===== config.mk =====
export PLATFORM = sky130hd
export DESIGN_NAME = kbd_subsys_top
export DESIGN_NICKNAME = d
export VERILOG_FILES = /design/src/hw/kbd_pkg.sv /design/src/hw/kbd_cr_regs.sv /design/src/hw/kbd_fifo.sv /design/src/hw/kbd_subsys_top.sv /design/src/hw/ps2_kbd_ctrl.sv
export VERILOG_INCLUDE_DIRS = /design/src /design/src/hw
export SDC_FILE = /design/constraint.sdc
export NUM_CORES = 1
export LEC_CHECK = 0
export BUFFER_PORTS_ARGS = -buffer_cell sky130_fd_sc_hd__buf_2
export CAP_MARGIN = 20
export CORE_MARGIN = 4
export CORE_UTILIZATION = 60
export CTS_BUF_LIST = sky130_fd_sc_hd__clkbuf_2
export CTS_CLUSTER_SIZE = 30
export DETAILED_ROUTE_END_ITERATION = 6
export PLACE_DENSITY = 0.87
export SLEW_MARGIN = 10
export SYNTH_ARGS = -nofsm -noshare
export SYNTH_HDL_FRONTEND = slang
export SYNTH_SLANG_ARGS = --single-unit

===== constraint.sdc =====
create_clock -name core_clk -period 3.25 [get_ports core_clk]
set_input_delay 0.65 -clock core_clk [delete_from_list [all_inputs] [get_ports core_clk]]
set_output_delay 0.65 -clock core_clk [all_outputs]
set_load 0.005 [all_outputs]

===== src/hw/kbd_params.svh =====
`ifndef KBD_PARAMS_SVH
`define KBD_PARAMS_SVH

// receive fifo depth in scan-code entries
// small on purpose since the core polls the status register often
`define KBD_FIFO_DEPTH 4

// flop stages on kbd_clk and kbd_data before any logic looks at them
// two is the minimum for the edge detector in ps2_kbd_ctrl
`define KBD_SYNC_STAGES 2

// register offsets on the core port, 4-bit address
// data   bit 9 popped, bit 8 frame_err, bits 7:0 scan code
// status bit 3 frame err sticky, bit 2 overrun sticky, bit 1 full, bit 0 ready
// ctrl   bit 1 clear stickies (reads 0), bit 0 scanf_en
`define KBD_REG_DATA   4'h0
`define KBD_REG_STATUS 4'h4
`define KBD_REG_CTRL   4'h8

// any other offset reads back as zero

`endif


===== src/hw/kbd_pkg.sv =====
`default_nettype none

package kbd_pkg;

    // one received byte as kept in the fifo
    typedef struct packed {
        logic [7:0] code;      // scan code, already in LSB-first order
        logic       frame_err; // start, stop or parity was wrong
    } kbd_scan_t;

    // request from the core, one cycle per access
    // rd and wr are never high together
    typedef struct packed {
        logic        rd;    // read strobe
        logic        wr;    // write strobe
        logic [3:0]  addr;  // byte offset of the register
        logic [31:0] wdata; // only ctrl uses the low two bits
    } kbd_cr_req_t;

    // registered read response
    // rvalid comes exactly one cycle after rd
    typedef struct packed {
        logic        rvalid; // single-cycle pulse
        logic [31:0] rdata;  // register contents, unused bits zero
    } kbd_cr_rsp_t;

    // sizes used by the register block when packing rdata
    localparam int KBD_CODE_W = 8;
    localparam int KBD_DATA_W = 32;

    // writes produce no response at all

endpackage

`default_nettype wire


===== src/hw/kbd_cr_regs.sv =====
`default_nettype none

`include "kbd_params.svh"

// memory-mapped data, status and ctrl registers for the core
module kbd_cr_regs (
    input  wire                  core_clk,
    input  wire                  reset,
    input  kbd_pkg::kbd_cr_req_t cr_req,
    output kbd_pkg::kbd_cr_rsp_t cr_rsp,
    input  kbd_pkg::kbd_scan_t   pop_data,
    input  wire                  empty,
    input  wire                  full,
    input  wire                  overrun_set,
    output logic                 pop,
    output logic                 scanf_en,
    output logic                 data_ready
);

    localparam int DW = kbd_pkg::KBD_DATA_W;
    localparam int PAD_W = DW - kbd_pkg::KBD_CODE_W - 2;

    logic          rd_data;     // read of the data register
    logic          wr_ctrl;     // write of the ctrl register
    logic          clr_sticky;
    logic          overrun_q;   // sticky, set by the controller
    logic          frame_err_q; // sticky, set when a bad entry is popped
    logic [DW-1:0] rdata_next;
    logic          rvalid_q;
    logic [DW-1:0] rdata_q;

    assign rd_data    = cr_req.rd && (cr_req.addr == `KBD_REG_DATA);
    assign wr_ctrl    = cr_req.wr && (cr_req.addr == `KBD_REG_CTRL);
    assign clr_sticky = wr_ctrl && cr_req.wdata[1];

    // pop in the request cycle, the response carries the old head
    assign pop        = rd_data && !empty;
    assign data_ready = !empty;

    always_comb begin
        rdata_next = '0; // unmapped offsets read zero
        case (cr_req.addr)
            `KBD_REG_DATA: begin
                if (!empty) begin
                    rdata_next = {{PAD_W{1'b0}}, 1'b1, pop_data.frame_err, pop_data.code};
                end
            end
            `KBD_REG_STATUS: rdata_next = {28'd0, frame_err_q, overrun_q, full, !empty};
            `KBD_REG_CTRL:   rdata_next = {31'd0, scanf_en}; // clear bit never reads back
            default:         rdata_next = '0;
        endcase
    end

    always_ff @(posedge core_clk) begin
        if (reset) begin
            scanf_en    <= 1'b0;
            overrun_q   <= 1'b0;
            frame_err_q <= 1'b0;
            rvalid_q    <= 1'b0;
        end else begin
            if (wr_ctrl) begin
                scanf_en <= cr_req.wdata[0];
            end
            // a new event in the clearing cycle still sticks
            overrun_q   <= (overrun_q && !clr_sticky) || overrun_set;
            frame_err_q <= (frame_err_q && !clr_sticky) || (pop && pop_data.frame_err);
            rvalid_q    <= cr_req.rd;
        end
    end

    // read data only matters while rvalid is high
    always_ff @(posedge core_clk) begin
        if (cr_req.rd) begin
            rdata_q <= rdata_next;
        end
    end

    assign cr_rsp.rvalid = rvalid_q;
    assign cr_rsp.rdata  = rdata_q;

endmodule

`default_nettype wire


===== src/hw/kbd_fifo.sv =====
`default_nettype none

// plain circular buffer with the head shown combinationally
module kbd_fifo #(
    parameter int  DEPTH   = 4,
    parameter type entry_t = logic [7:0]
) (
    input  wire    core_clk,
    input  wire    reset,
    input  wire    push,
    input  entry_t push_data,
    input  wire    pop,
    output entry_t pop_data,
    output logic   full,
    output logic   empty
);

    localparam int PTR_W = (DEPTH > 1) ? $clog2(DEPTH) : 1;
    localparam int CNT_W = $clog2(DEPTH + 1);
    localparam logic [PTR_W-1:0] LAST_PTR = PTR_W'(DEPTH - 1); // wrap point
    localparam logic [CNT_W-1:0] FULL_CNT = CNT_W'(DEPTH);

    entry_t           mem [DEPTH]; // entry storage
    logic [PTR_W-1:0] wr_ptr;
    logic [PTR_W-1:0] rd_ptr;
    logic [CNT_W-1:0] count;       // entries currently held
    logic             do_push;
    logic             do_pop;

    // push while full and pop while empty are dropped here
    assign do_push = push && !full;
    assign do_pop  = pop && !empty;

    assign full     = (count == FULL_CNT);
    assign empty    = (count == '0);
    assign pop_data = mem[rd_ptr]; // head entry while not empty

    always_ff @(posedge core_clk) begin
        if (do_push) begin
            mem[wr_ptr] <= push_data;
        end
    end

    always_ff @(posedge core_clk) begin
        if (reset) begin
            wr_ptr <= '0;
            rd_ptr <= '0;
            count  <= '0;
        end else begin
            if (do_push) begin
                wr_ptr <= (wr_ptr == LAST_PTR) ? '0 : wr_ptr + 1'b1;
            end
            if (do_pop) begin
                rd_ptr <= (rd_ptr == LAST_PTR) ? '0 : rd_ptr + 1'b1;
            end
            // both in one cycle leaves the count alone
            if (do_push && !do_pop) begin
                count <= count + 1'b1;
            end else if (do_pop && !do_push) begin
                count <= count - 1'b1;
            end
        end
    end

endmodule

`default_nettype wire


===== src/hw/kbd_subsys_top.sv =====
`default_nettype none

`include "kbd_params.svh"

// ps/2 receiver, scan-code fifo and core register port
module kbd_subsys_top (
    input  wire                  core_clk,
    input  wire                  reset,
    input  wire                  kbd_clk,
    input  wire                  kbd_data,
    input  kbd_pkg::kbd_cr_req_t cr_req,
    output kbd_pkg::kbd_cr_rsp_t cr_rsp,
    output logic                 data_ready
);

    logic               push;        // ctrl -> fifo
    kbd_pkg::kbd_scan_t push_data;
    logic               pop;         // regs -> fifo
    kbd_pkg::kbd_scan_t pop_data;
    logic               fifo_full;
    logic               fifo_empty;
    logic               overrun_set; // ctrl -> regs
    logic               scanf_en;    // regs -> ctrl

    ps2_kbd_ctrl ps2_kbd_ctrl_i (
        .core_clk    (core_clk),
        .reset       (reset),
        .kbd_clk     (kbd_clk),
        .kbd_data    (kbd_data),
        .scanf_en    (scanf_en),
        .fifo_full   (fifo_full),
        .push        (push),
        .push_data   (push_data),
        .overrun_set (overrun_set)
    );

    kbd_fifo #(
        .DEPTH   (`KBD_FIFO_DEPTH),
        .entry_t (kbd_pkg::kbd_scan_t)
    ) kbd_fifo_i (
        .core_clk  (core_clk),
        .reset     (reset),
        .push      (push),
        .push_data (push_data),
        .pop       (pop),
        .pop_data  (pop_data),
        .full      (fifo_full),
        .empty     (fifo_empty)
    );

    kbd_cr_regs kbd_cr_regs_i (
        .core_clk    (core_clk),
        .reset       (reset),
        .cr_req      (cr_req),
        .cr_rsp      (cr_rsp),
        .pop_data    (pop_data),
        .empty       (fifo_empty),
        .full        (fifo_full),
        .overrun_set (overrun_set),
        .pop         (pop),
        .scanf_en    (scanf_en),
        .data_ready  (data_ready)
    );

endmodule

`default_nettype wire


===== src/hw/ps2_kbd_ctrl.sv =====
`default_nettype none

`include "kbd_params.svh"

// ps/2 receive side, everything sampled on core_clk
module ps2_kbd_ctrl (
    input  wire                core_clk,
    input  wire                reset,
    input  wire                kbd_clk,     // async, idles high
    input  wire                kbd_data,    // async, idles high
    input  wire                scanf_en,
    input  wire                fifo_full,
    output logic               push,
    output kbd_pkg::kbd_scan_t push_data,
    output logic               overrun_set
);

    localparam int SYNC_MSB = `KBD_SYNC_STAGES - 1;
    localparam logic [3:0] LAST_BIT = 4'd10; // stop bit position

    logic [SYNC_MSB:0] clk_sync;   // kbd_clk synchronizer chain
    logic [SYNC_MSB:0] data_sync;  // kbd_data synchronizer chain
    logic              clk_prev;   // last synchronized kbd_clk
    logic              clk_fall;
    logic [10:0]       shift_q;    // frame bits, first received ends at bit 0
    logic [10:0]       frame_next;
    logic [3:0]        bit_cnt;    // 0 means idle, waiting for start
    logic              frame_end;
    logic              start_ok;
    logic              stop_ok;
    logic              parity_ok;

    // both lines idle high so the chains reset to ones
    // otherwise the first cycle out of reset would look like a falling edge
    always_ff @(posedge core_clk) begin
        if (reset) begin
            clk_sync  <= '1;
            data_sync <= '1;
            clk_prev  <= 1'b1;
        end else begin
            clk_sync  <= {clk_sync[SYNC_MSB-1:0], kbd_clk};
            data_sync <= {data_sync[SYNC_MSB-1:0], kbd_data};
            clk_prev  <= clk_sync[SYNC_MSB];
        end
    end

    // keyboard drives data on the rising edge, we take it on the falling one
    assign clk_fall = clk_prev && !clk_sync[SYNC_MSB];

    // shift right so the data byte lands LSB first without reversal
    assign frame_next = {data_sync[SYNC_MSB], shift_q[10:1]};
    assign frame_end  = clk_fall && (bit_cnt == LAST_BIT);

    // frame checks, only meaningful when frame_end is high
    assign start_ok  = !frame_next[0];
    assign stop_ok   = frame_next[10];
    assign parity_ok = ^frame_next[9:1]; // odd over data plus parity

    always_ff @(posedge core_clk) begin
        if (clk_fall) begin
            shift_q <= frame_next;
        end
        if (frame_end) begin
            push_data.code      <= frame_next[8:1];
            push_data.frame_err <= !(start_ok && stop_ok && parity_ok);
        end
    end

    always_ff @(posedge core_clk) begin
        if (reset) begin
            bit_cnt     <= '0;
            push        <= 1'b0;
            overrun_set <= 1'b0;
        end else begin
            if (clk_fall) begin
                bit_cnt <= (bit_cnt == LAST_BIT) ? 4'd0 : bit_cnt + 4'd1;
            end
            // frames while disabled vanish without a trace
            push        <= frame_end && scanf_en && !fifo_full;
            overrun_set <= frame_end && scanf_en && fifo_full; // line can't stall
        end
    end

endmodule

`default_nettype wire


==> results of run 1 <==
## how the worst min path moves through the flow
stage                                      startpoint                                      to  slack (ps)  cells after the start
2_1_floorplan   ps2_kbd_ctrl_i.clk_sync[0]$_SDFF_PP1_   ps2_kbd_ctrl_i.clk_sync[1]$_SDFF_PP1_         390                      1
3_3_place_gp    ps2_kbd_ctrl_i.clk_sync[0]$_SDFF_PP1_   ps2_kbd_ctrl_i.clk_sync[1]$_SDFF_PP1_         400                      1
3_5_place_dp   ps2_kbd_ctrl_i.data_sync[0]$_SDFF_PP1_  ps2_kbd_ctrl_i.data_sync[1]$_SDFF_PP1_         400                      1
4_1_cts                                       kbd_clk   ps2_kbd_ctrl_i.clk_sync[0]$_SDFF_PP1_         290                      2
5_1_grt                                       kbd_clk   ps2_kbd_ctrl_i.clk_sync[0]$_SDFF_PP1_         250                      2
6_report                                      kbd_clk   ps2_kbd_ctrl_i.clk_sync[0]$_SDFF_PP1_         320                      2
## sequential cells by signal, summed over array words and instances, names as in the netlist, 3 cells and up, named ones only
name and cells:
ps2_kbd_ctrl_i.push_data 9, ps2_kbd_ctrl_i.bit_cnt 4, kbd_cr_regs_i.rdata_q 10, ps2_kbd_ctrl_i.shift_q 10, kbd_fifo_i.mem 36, kbd_fifo_i.count 3
## logic make-up after synthesis
group           count (synthesis)  synth area share (%)
compound gates                 21                 3.555
xor+xnor                       10                 2.851
fa+ha+maj                       7                 2.675
buf+inv                        35                 6.582
flops                          89                 68.43
mux                            11                 6.265
other cells                     1                0.1055
simple gates                   57                 9.539
## layout make-up
cell class,count,area [um2]
Tap cell,72,90.09
Clock inverter,4,67.56
Clock buffer,12,60.06
Sequential cell,89,2432
Fill cell,372,1879
Timing Repair Buffer,24,122.6
Multi-Input combinational cell,128,967.2
Inverter,6,22.52
## metal layers
metal	vias to the layer above	part of all wire [%]	global-route usage, %
li1	854	-	-
met1	913	38	19.88
met2	67	53	30.44
met3	12	6.9	6.505
met4	0	1.9	6.475
met5	-	0	0
## power by group through the flow
| stage | Combinational (mW) | Sequential (mW) | Clock [mW] |
|---|---|---|---|
| after floorplan | 0.0473 | 1.25 | 0 |
| after global placement | 0.0471 | 1.25 | 0 |
| after detailed placement | 0.0495 | 1.25 | 0 |
| after CTS | 0.0496 | 1.22 | 0.598 |
| after global routing | 0.0555 | 1.23 | 0.660 |
| final | 0.0500 | 1.22 | 0.590 |
## critical path, cell delays in order, from the launching register on
cell,delay (ps)
sky130_fd_sc_hd__dfxtp_1,400
sky130_fd_sc_hd__or3_1,530
sky130_fd_sc_hd__nand3_2,170
sky130_fd_sc_hd__ha_1,190
sky130_fd_sc_hd__inv_1,60
sky130_fd_sc_hd__fa_1,370
sky130_fd_sc_hd__xor2_1,150
sky130_fd_sc_hd__or3_1,340
sky130_fd_sc_hd__a21oi_1,210
## cell usage in the layout, fill, tap and decap left out, types with 5 or more instances in the layout
cell type                  synthesis  routed
sky130_fd_sc_hd__nor2_1           10      10
sky130_fd_sc_hd__nand2_1           8       8
sky130_fd_sc_hd__mux4_2            9       9
sky130_fd_sc_hd__ha_1              6       6
sky130_fd_sc_hd__and3_1           10      10
sky130_fd_sc_hd__clkbuf_2          0      12
sky130_fd_sc_hd__inv_1             5       5
sky130_fd_sc_hd__or2_2             6       6
sky130_fd_sc_hd__buf_2             1      23
sky130_fd_sc_hd__edfxtp_1         65      65
sky130_fd_sc_hd__dfxtp_1          24      24
sky130_fd_sc_hd__a21oi_1          11      11
sky130_fd_sc_hd__conb_1            1      22
sky130_fd_sc_hd__xnor2_1           5       5
==> Flow_metrics.wiki, run 1 <==
{| class="wikitable"
! Metric !! Value
|-
| Floorplan core area || 5642 um2
|-
| Worst clock skew || 31.33 ps
|-
| Maximum clock rate || 400.2 MHz
|-
| Worst hold slack || 323.2 ps
|-
| Number of pins with negative max-slew slack in the final report || 0
|-
| Critical path capture point type || register
|-
| Initial core utilization || 63.01%
|-
| Final period utilization || 76.89%
|-
| Fin crit period || 2499 ps
|-
| Part of the power in registers || 65.7%
|-
| Maximum level of the CTS H-tree || 3
|-
| Count of input and output buffers || 23
|-
| Post-route antenna net violation count || 0
|-
| List of most frequent post-synthesis cells || sky130_fd_sc_hd__edfxtp_1 (65), sky130_fd_sc_hd__dfxtp_1 (24), sky130_fd_sc_hd__buf_4 (23)
|-
| Synth unique cells || 38
|-
| Cell area power density || 495.6 nW/um2
|-
| Number of gates given a new drive strength after cts || 0
|-
| Most instantiated flip-flop cell in the synthesis netlist || sky130_fd_sc_hd__edfxtp_1
|-
| Inst Count DP || 319
|-
| Final standard cell count with taps included and fillers excluded || 335
|-
| Post CTS Setup Buffer Count || 0
|-
| TritonCTS clock tree || yes
|-
| Most common cell in the synthesized netlist || sky130_fd_sc_hd__edfxtp_1
|-
| Vias in the first global route || 1901
|-
| Number of top-level pins || 76
|-
| Global router's overall resource usage || 17.60%
|-
| Cell count after synthesis || 231
|-
| Max-cap violations || 0
|-
| Worst endpoint required time || 3660 ps
|-
| Clk pwr share || 31.6%
|-
| CP startpoint kind || register
|-
| Number of enable flip-flop cells after synthesis || 65
|-
| Classification of the worst-slack hold path || primary input to register
|-
| Residual DRC || 0
|-
| Category of the critical setup timing path || register to register
|-
| Via count of the routed design || 1846
|-
| Final routed wirelength across all metal layers || 5845 um
|-
| Synth area leaders || sky130_fd_sc_hd__edfxtp_1 (55%), sky130_fd_sc_hd__dfxtp_1 (14%), sky130_fd_sc_hd__mux4_2 (5.7%)
|-
| Final-layout setup total negative slack || 0 ps
|-
| Worst flop-to-flop path endpoint || kbd_fifo_i.count[2]$_SDFFE_PP0P_
|-
| Die area || 7220 um2
|-
| Clock tree root driver cell || sky130_fd_sc_hd__clkbuf_2
|-
| Height of the chip || 84.97 um
|-
| Pin slew with the least headroom to its limit || 654.3 ps
|-
| Sw Pwr || 366.3 uW
|-
| Outcome || finished clean
|-
| Last element of the critical path || kbd_fifo_i.count[2]$_SDFFE_PP0P_
|-
| Clock edge transition at the registers on the reported setup and hold paths || 200 ps
|-
| Number of optimization iterations in the first detailed-route pass || 4
|-
| 1st-iter DRT viols || 118
|-
| Depth of the worst register-to-register path || 8
|-
| Wire length per cell || 17.45 um
|-
| Area Growth Syn to Fin || 5.843%
|-
| Setup WS post-layout || 751.1 ps
|-
| Ratio of cells with drive above 1 in the final layout || 21.67%
|-
| First-pass GRT wire length || 9577 um
|-
| Global placer's final weighted congestion || 0.8381
|-
| Count of hold buffers inserted by post-cts repair || 0
|-
| Initial antenna violation count || 0
|-
| CP startpoint || kbd_fifo_i.count[2]$_SDFFE_PP0P_
|-
| Yosys top cell area share || 54.91%
|-
| Utilization after layout || 66.69%
|-
| Combinational fraction of design power || 2.7%
|-
| Standard cell area after detailed placement || 3635 um2
|-
| Yosys reg bits || 89
|-
| Worst ir drop on vdd || 0.0003344 V
|-
| Mean instance size in the synthesized netlist || 15.39 um2
|-
| Number of failing hold endpoints at the final stage || 0
|-
| Die span in x || 84.97 um
|-
| Count of antenna diodes in the layout || 0
|-
| Mapped cell area || 3555 um2
|-
| Net total in the final layout || 307
|-
| FF-to-FF setup slack || 750 ps
|-
| Drt via density || 5.510
|-
| Peak fanout along the critical path || 9
|-
| Insertion delay to the later sink of the worst-skew pair || 500 ps
|-
| Total half-perimeter wirelength after legalization and detailed placement || 4027 um
|-
| Total non-filler cell area in the finished layout || 3762 um2
|-
| Row Count || 27
|-
| R2R Path Start || kbd_fifo_i.count[2]$_SDFFE_PP0P_
|-
| Sequential cell area fraction in the yosys report || 68.43%
|-
| Setup Viol. Count Final || 0
|-
| Count of warnings emitted by yosys || 0
|-
| RSZ-0062 raised after global routing || no
|-
| Share of async-settable or async-resettable flops after synthesis || 0%
|-
| Leakage Power || 1.393 nW
|-
| Overall power || 1.865 mW
|-
| Switching share of power || 19.64%
|-
| Max_slew headroom || 56.32%
|-
| Clock net sink count || 89
|-
| Setup slack at placement || 730.4 ps
|-
| Clock Path Buffers || 2
|-
| Arrival time of the worst setup path || 2910 ps
|-
| Overflow left after global routing || 0
|-
| Internal power of the cells || 1.498 mW
|-
| Leading area contributor after synthesis || sky130_fd_sc_hd__edfxtp_1
|-
| Maximum number of pins on one net before global-route repair || 22
|-
| Number of buffers inserted during clock tree synthesis || 9
|}
Power figures use the tool's default switching activity.
==> run 2, diff against run 1 <==
- CORE_UTILIZATION: 60 -> 56
- PLACE_DENSITY: 0.87 -> 0.82
- clock period: 3.25 -> 2.57 ns (I/O delays scaled with it)
==> run 2 against run 1 <==
Combinational power rose by 31%; critical path depth did not move; global-route usage fell by 2.5 points; largest cell class unchanged; critical endpoint unchanged; first-iteration DRC count fell by 25%.
==> Flow_metrics.wiki, run 2 (synthesized netlist as in run 1, its figures left out) <==
{| class="wikitable"
! Metric !! Value
|-
| Worst ir drop on vdd || 0.0003451 V
|-
| Max-cap violations || 0
|-
| Initial antenna violation count || 0
|-
| Post CTS Setup Buffer Count || 0
|-
| Ratio of cells with drive above 1 in the final layout || 22.18%
|-
| Overflow left after global routing || 0
|-
| Cell area power density || 572.0 nW/um2
|-
| First-pass GRT wire length || 8625 um
|-
| Arrival time of the worst setup path || 2650 ps
|-
| Setup Viol. Count Final || 0
|-
| Setup slack at placement || 337.2 ps
|-
| Number of pins with negative max-slew slack in the final report || 0
|-
| Number of top-level pins || 76
|-
| Number of gates given a new drive strength after cts || 0
|-
| Clock edge transition at the registers on the reported setup and hold paths || 200 ps
|-
| Outcome || finished clean
|-
| Count of input and output buffers || 23
|-
| Worst clock skew || 12.80 ps
|-
| Height of the chip || 87.67 um
|-
| Number of failing hold endpoints at the final stage || 0
|-
| Leakage Power || 1.382 nW
|-
| Post-route antenna net violation count || 0
|-
| Maximum number of pins on one net before global-route repair || 22
|-
| Via count of the routed design || 1839
|-
| Total half-perimeter wirelength after legalization and detailed placement || 3684 um
|-
| Critical path capture point type || register
|-
| Flip-flop count of the largest register after layout || 36
|-
| Number of buffers inserted during clock tree synthesis || 9
|-
| Number of optimization iterations in the first detailed-route pass || 4
|-
| Die area || 7686 um2
|-
| Classification of the worst-slack hold path || primary input to register
|-
| Worst endpoint required time || 2990 ps
|-
| Final-layout setup total negative slack || 0 ps
|-
| Most used cells in the layout excluding fill and tap cells || sky130_fd_sc_hd__edfxtp_1 (65), sky130_fd_sc_hd__dfxtp_1 (24), sky130_fd_sc_hd__buf_2 (23)
|-
| Count of hold buffers inserted by post-cts repair || 0
|-
| Global placer's final weighted congestion || 0.7723
|-
| Initial core utilization || 58.99%
|-
| Peak fanout along the critical path || 5
|-
| Die span in x || 87.67 um
|-
| Count of antenna diodes in the layout || 0
|-
| Clock tree root driver cell || sky130_fd_sc_hd__clkbuf_2
|-
| Final period utilization || 86.79%
|-
| Register with the most flip-flops || kbd_fifo_i.mem
|-
| Worst hold path depth || 2
|-
| Clock Path Buffers || 2
|-
| Maximum level of the CTS H-tree || 3
|-
| Setup WS post-layout || 339.4 ps
|-
| 1st-iter DRT viols || 88
|-
| CP startpoint kind || register
|-
| Residual DRC || 0
|-
| Category of the critical setup timing path || register to register
|-
| Global router's overall resource usage || 15.13%
|-
| Vias in the first global route || 1801
|-
| Row Count || 28
|-
| Utilization after layout || 62.06%
|-
| Overall power || 2.139 mW
|-
| Clock net sink count || 89
|-
| Pin slew with the least headroom to its limit || 636.5 ps
|-
| Maximum clock rate || 448.3 MHz
|-
| Depth of the worst register-to-register path || 8
|-
| Floorplan core area || 6026 um2
|-
| RSZ-0062 raised after global routing || no
|-
| Area Growth Syn to Fin || 5.210%
|-
| Insertion delay to the later sink of the worst-skew pair || 480 ps
|-
| Largest registers ranked by flip-flop count || kbd_fifo_i.mem: 36 flops, kbd_cr_regs_i.rdata_q: 10 flops, ps2_kbd_ctrl_i.shift_q: 10 flops
|-
| TritonCTS clock tree || yes
|-
| Net total in the final layout || 310
|-
| Wire length per cell || 14.97 um
|-
| Final routed wirelength across all metal layers || 5105 um
|-
| Drt via density || 5.393
|-
| Max_slew headroom || 57.51%
|-
| Most frequent standard cell in the layout excluding fill and tap cells || sky130_fd_sc_hd__edfxtp_1
|-
| Fin crit period || 2231 ps
|}
## run 2: cell types whose count changed in the layout (fill, tap and decap cells not counted), sizes merged
cell	previous run	this run
bufinv	2	0
clkinvlp	0	1
clkbuf	12	11
clkinv	2	4
buf	24	27
## run 2: worst max-delay path: stages, from the launching register on
cell and delay [ps]:
sky130_fd_sc_hd__dfxtp_1 410, sky130_fd_sc_hd__or3_1 410, sky130_fd_sc_hd__nand3_2 140, sky130_fd_sc_hd__ha_1 190, sky130_fd_sc_hd__inv_1 60, sky130_fd_sc_hd__fa_1 370, sky130_fd_sc_hd__xor2_1 160, sky130_fd_sc_hd__or3_1 300
sky130_fd_sc_hd__a21oi_1 140
## run 2: worst paths after layout
| path | startpoint | endpoint | slack, ps |
|---|---|---|---|
| worst max-delay path | kbd_fifo_i.count[0]$_SDFFE_PP0P_ | kbd_fifo_i.count[2]$_SDFFE_PP0P_ | 340 |
| worst min-delay path | kbd_clk | ps2_kbd_ctrl_i.clk_sync[0]$_SDFF_PP1_ | 190 |
| worst max register to register | kbd_fifo_i.count[0]$_SDFFE_PP0P_ | kbd_fifo_i.count[2]$_SDFFE_PP0P_ | 340 |
| worst min register to register | ps2_kbd_ctrl_i.data_sync[0]$_SDFF_PP1_ | ps2_kbd_ctrl_i.data_sync[1]$_SDFF_PP1_ | 440 |
## run 2: per-stage QoR
stage / hold slack, ps / cells / instance area [um2]
after floorplan: 389.5 / 252 / 3633
after global placement: 394.1 / 325 / 3661
after detailed placement: 398.3 / 325 / 3661
after CTS: 141.5 / 341 / 3740
after global routing: 103.6 / 341 / 3740
final: 188.0 / 341 / 3740
## run 2: area by class of cell
cell class                 instances  area (um2)
multi-input combinational        128       967.2
sequential                        89        2432
clock buffer                      11       55.05
timing repair buffer              27       145.1
inverter                           6       22.52
tap                               75       93.84
clock inverter                     5       23.77
fill                             450        2286
## run 2: metal layers
metal | routed length, um | GRT usage [%] | up-vias | share of wire, %
met3 | 367 | 6.397 | 7 | 7.2
met1 | 2081 | 17.95 | 911 | 41
met5 | 0 | 0 | - | 0
met2 | 2592 | 25.34 | 58 | 51
li1 | - | - | 863 | -
met4 | 63 | 4.324 | 0 | 1.2
## run 2: power by group
group	internal, mW	switching (mW)
Combinational	0.0264	0.0388
Clock	0.125	0.401
Sequential	1.54	0.00734
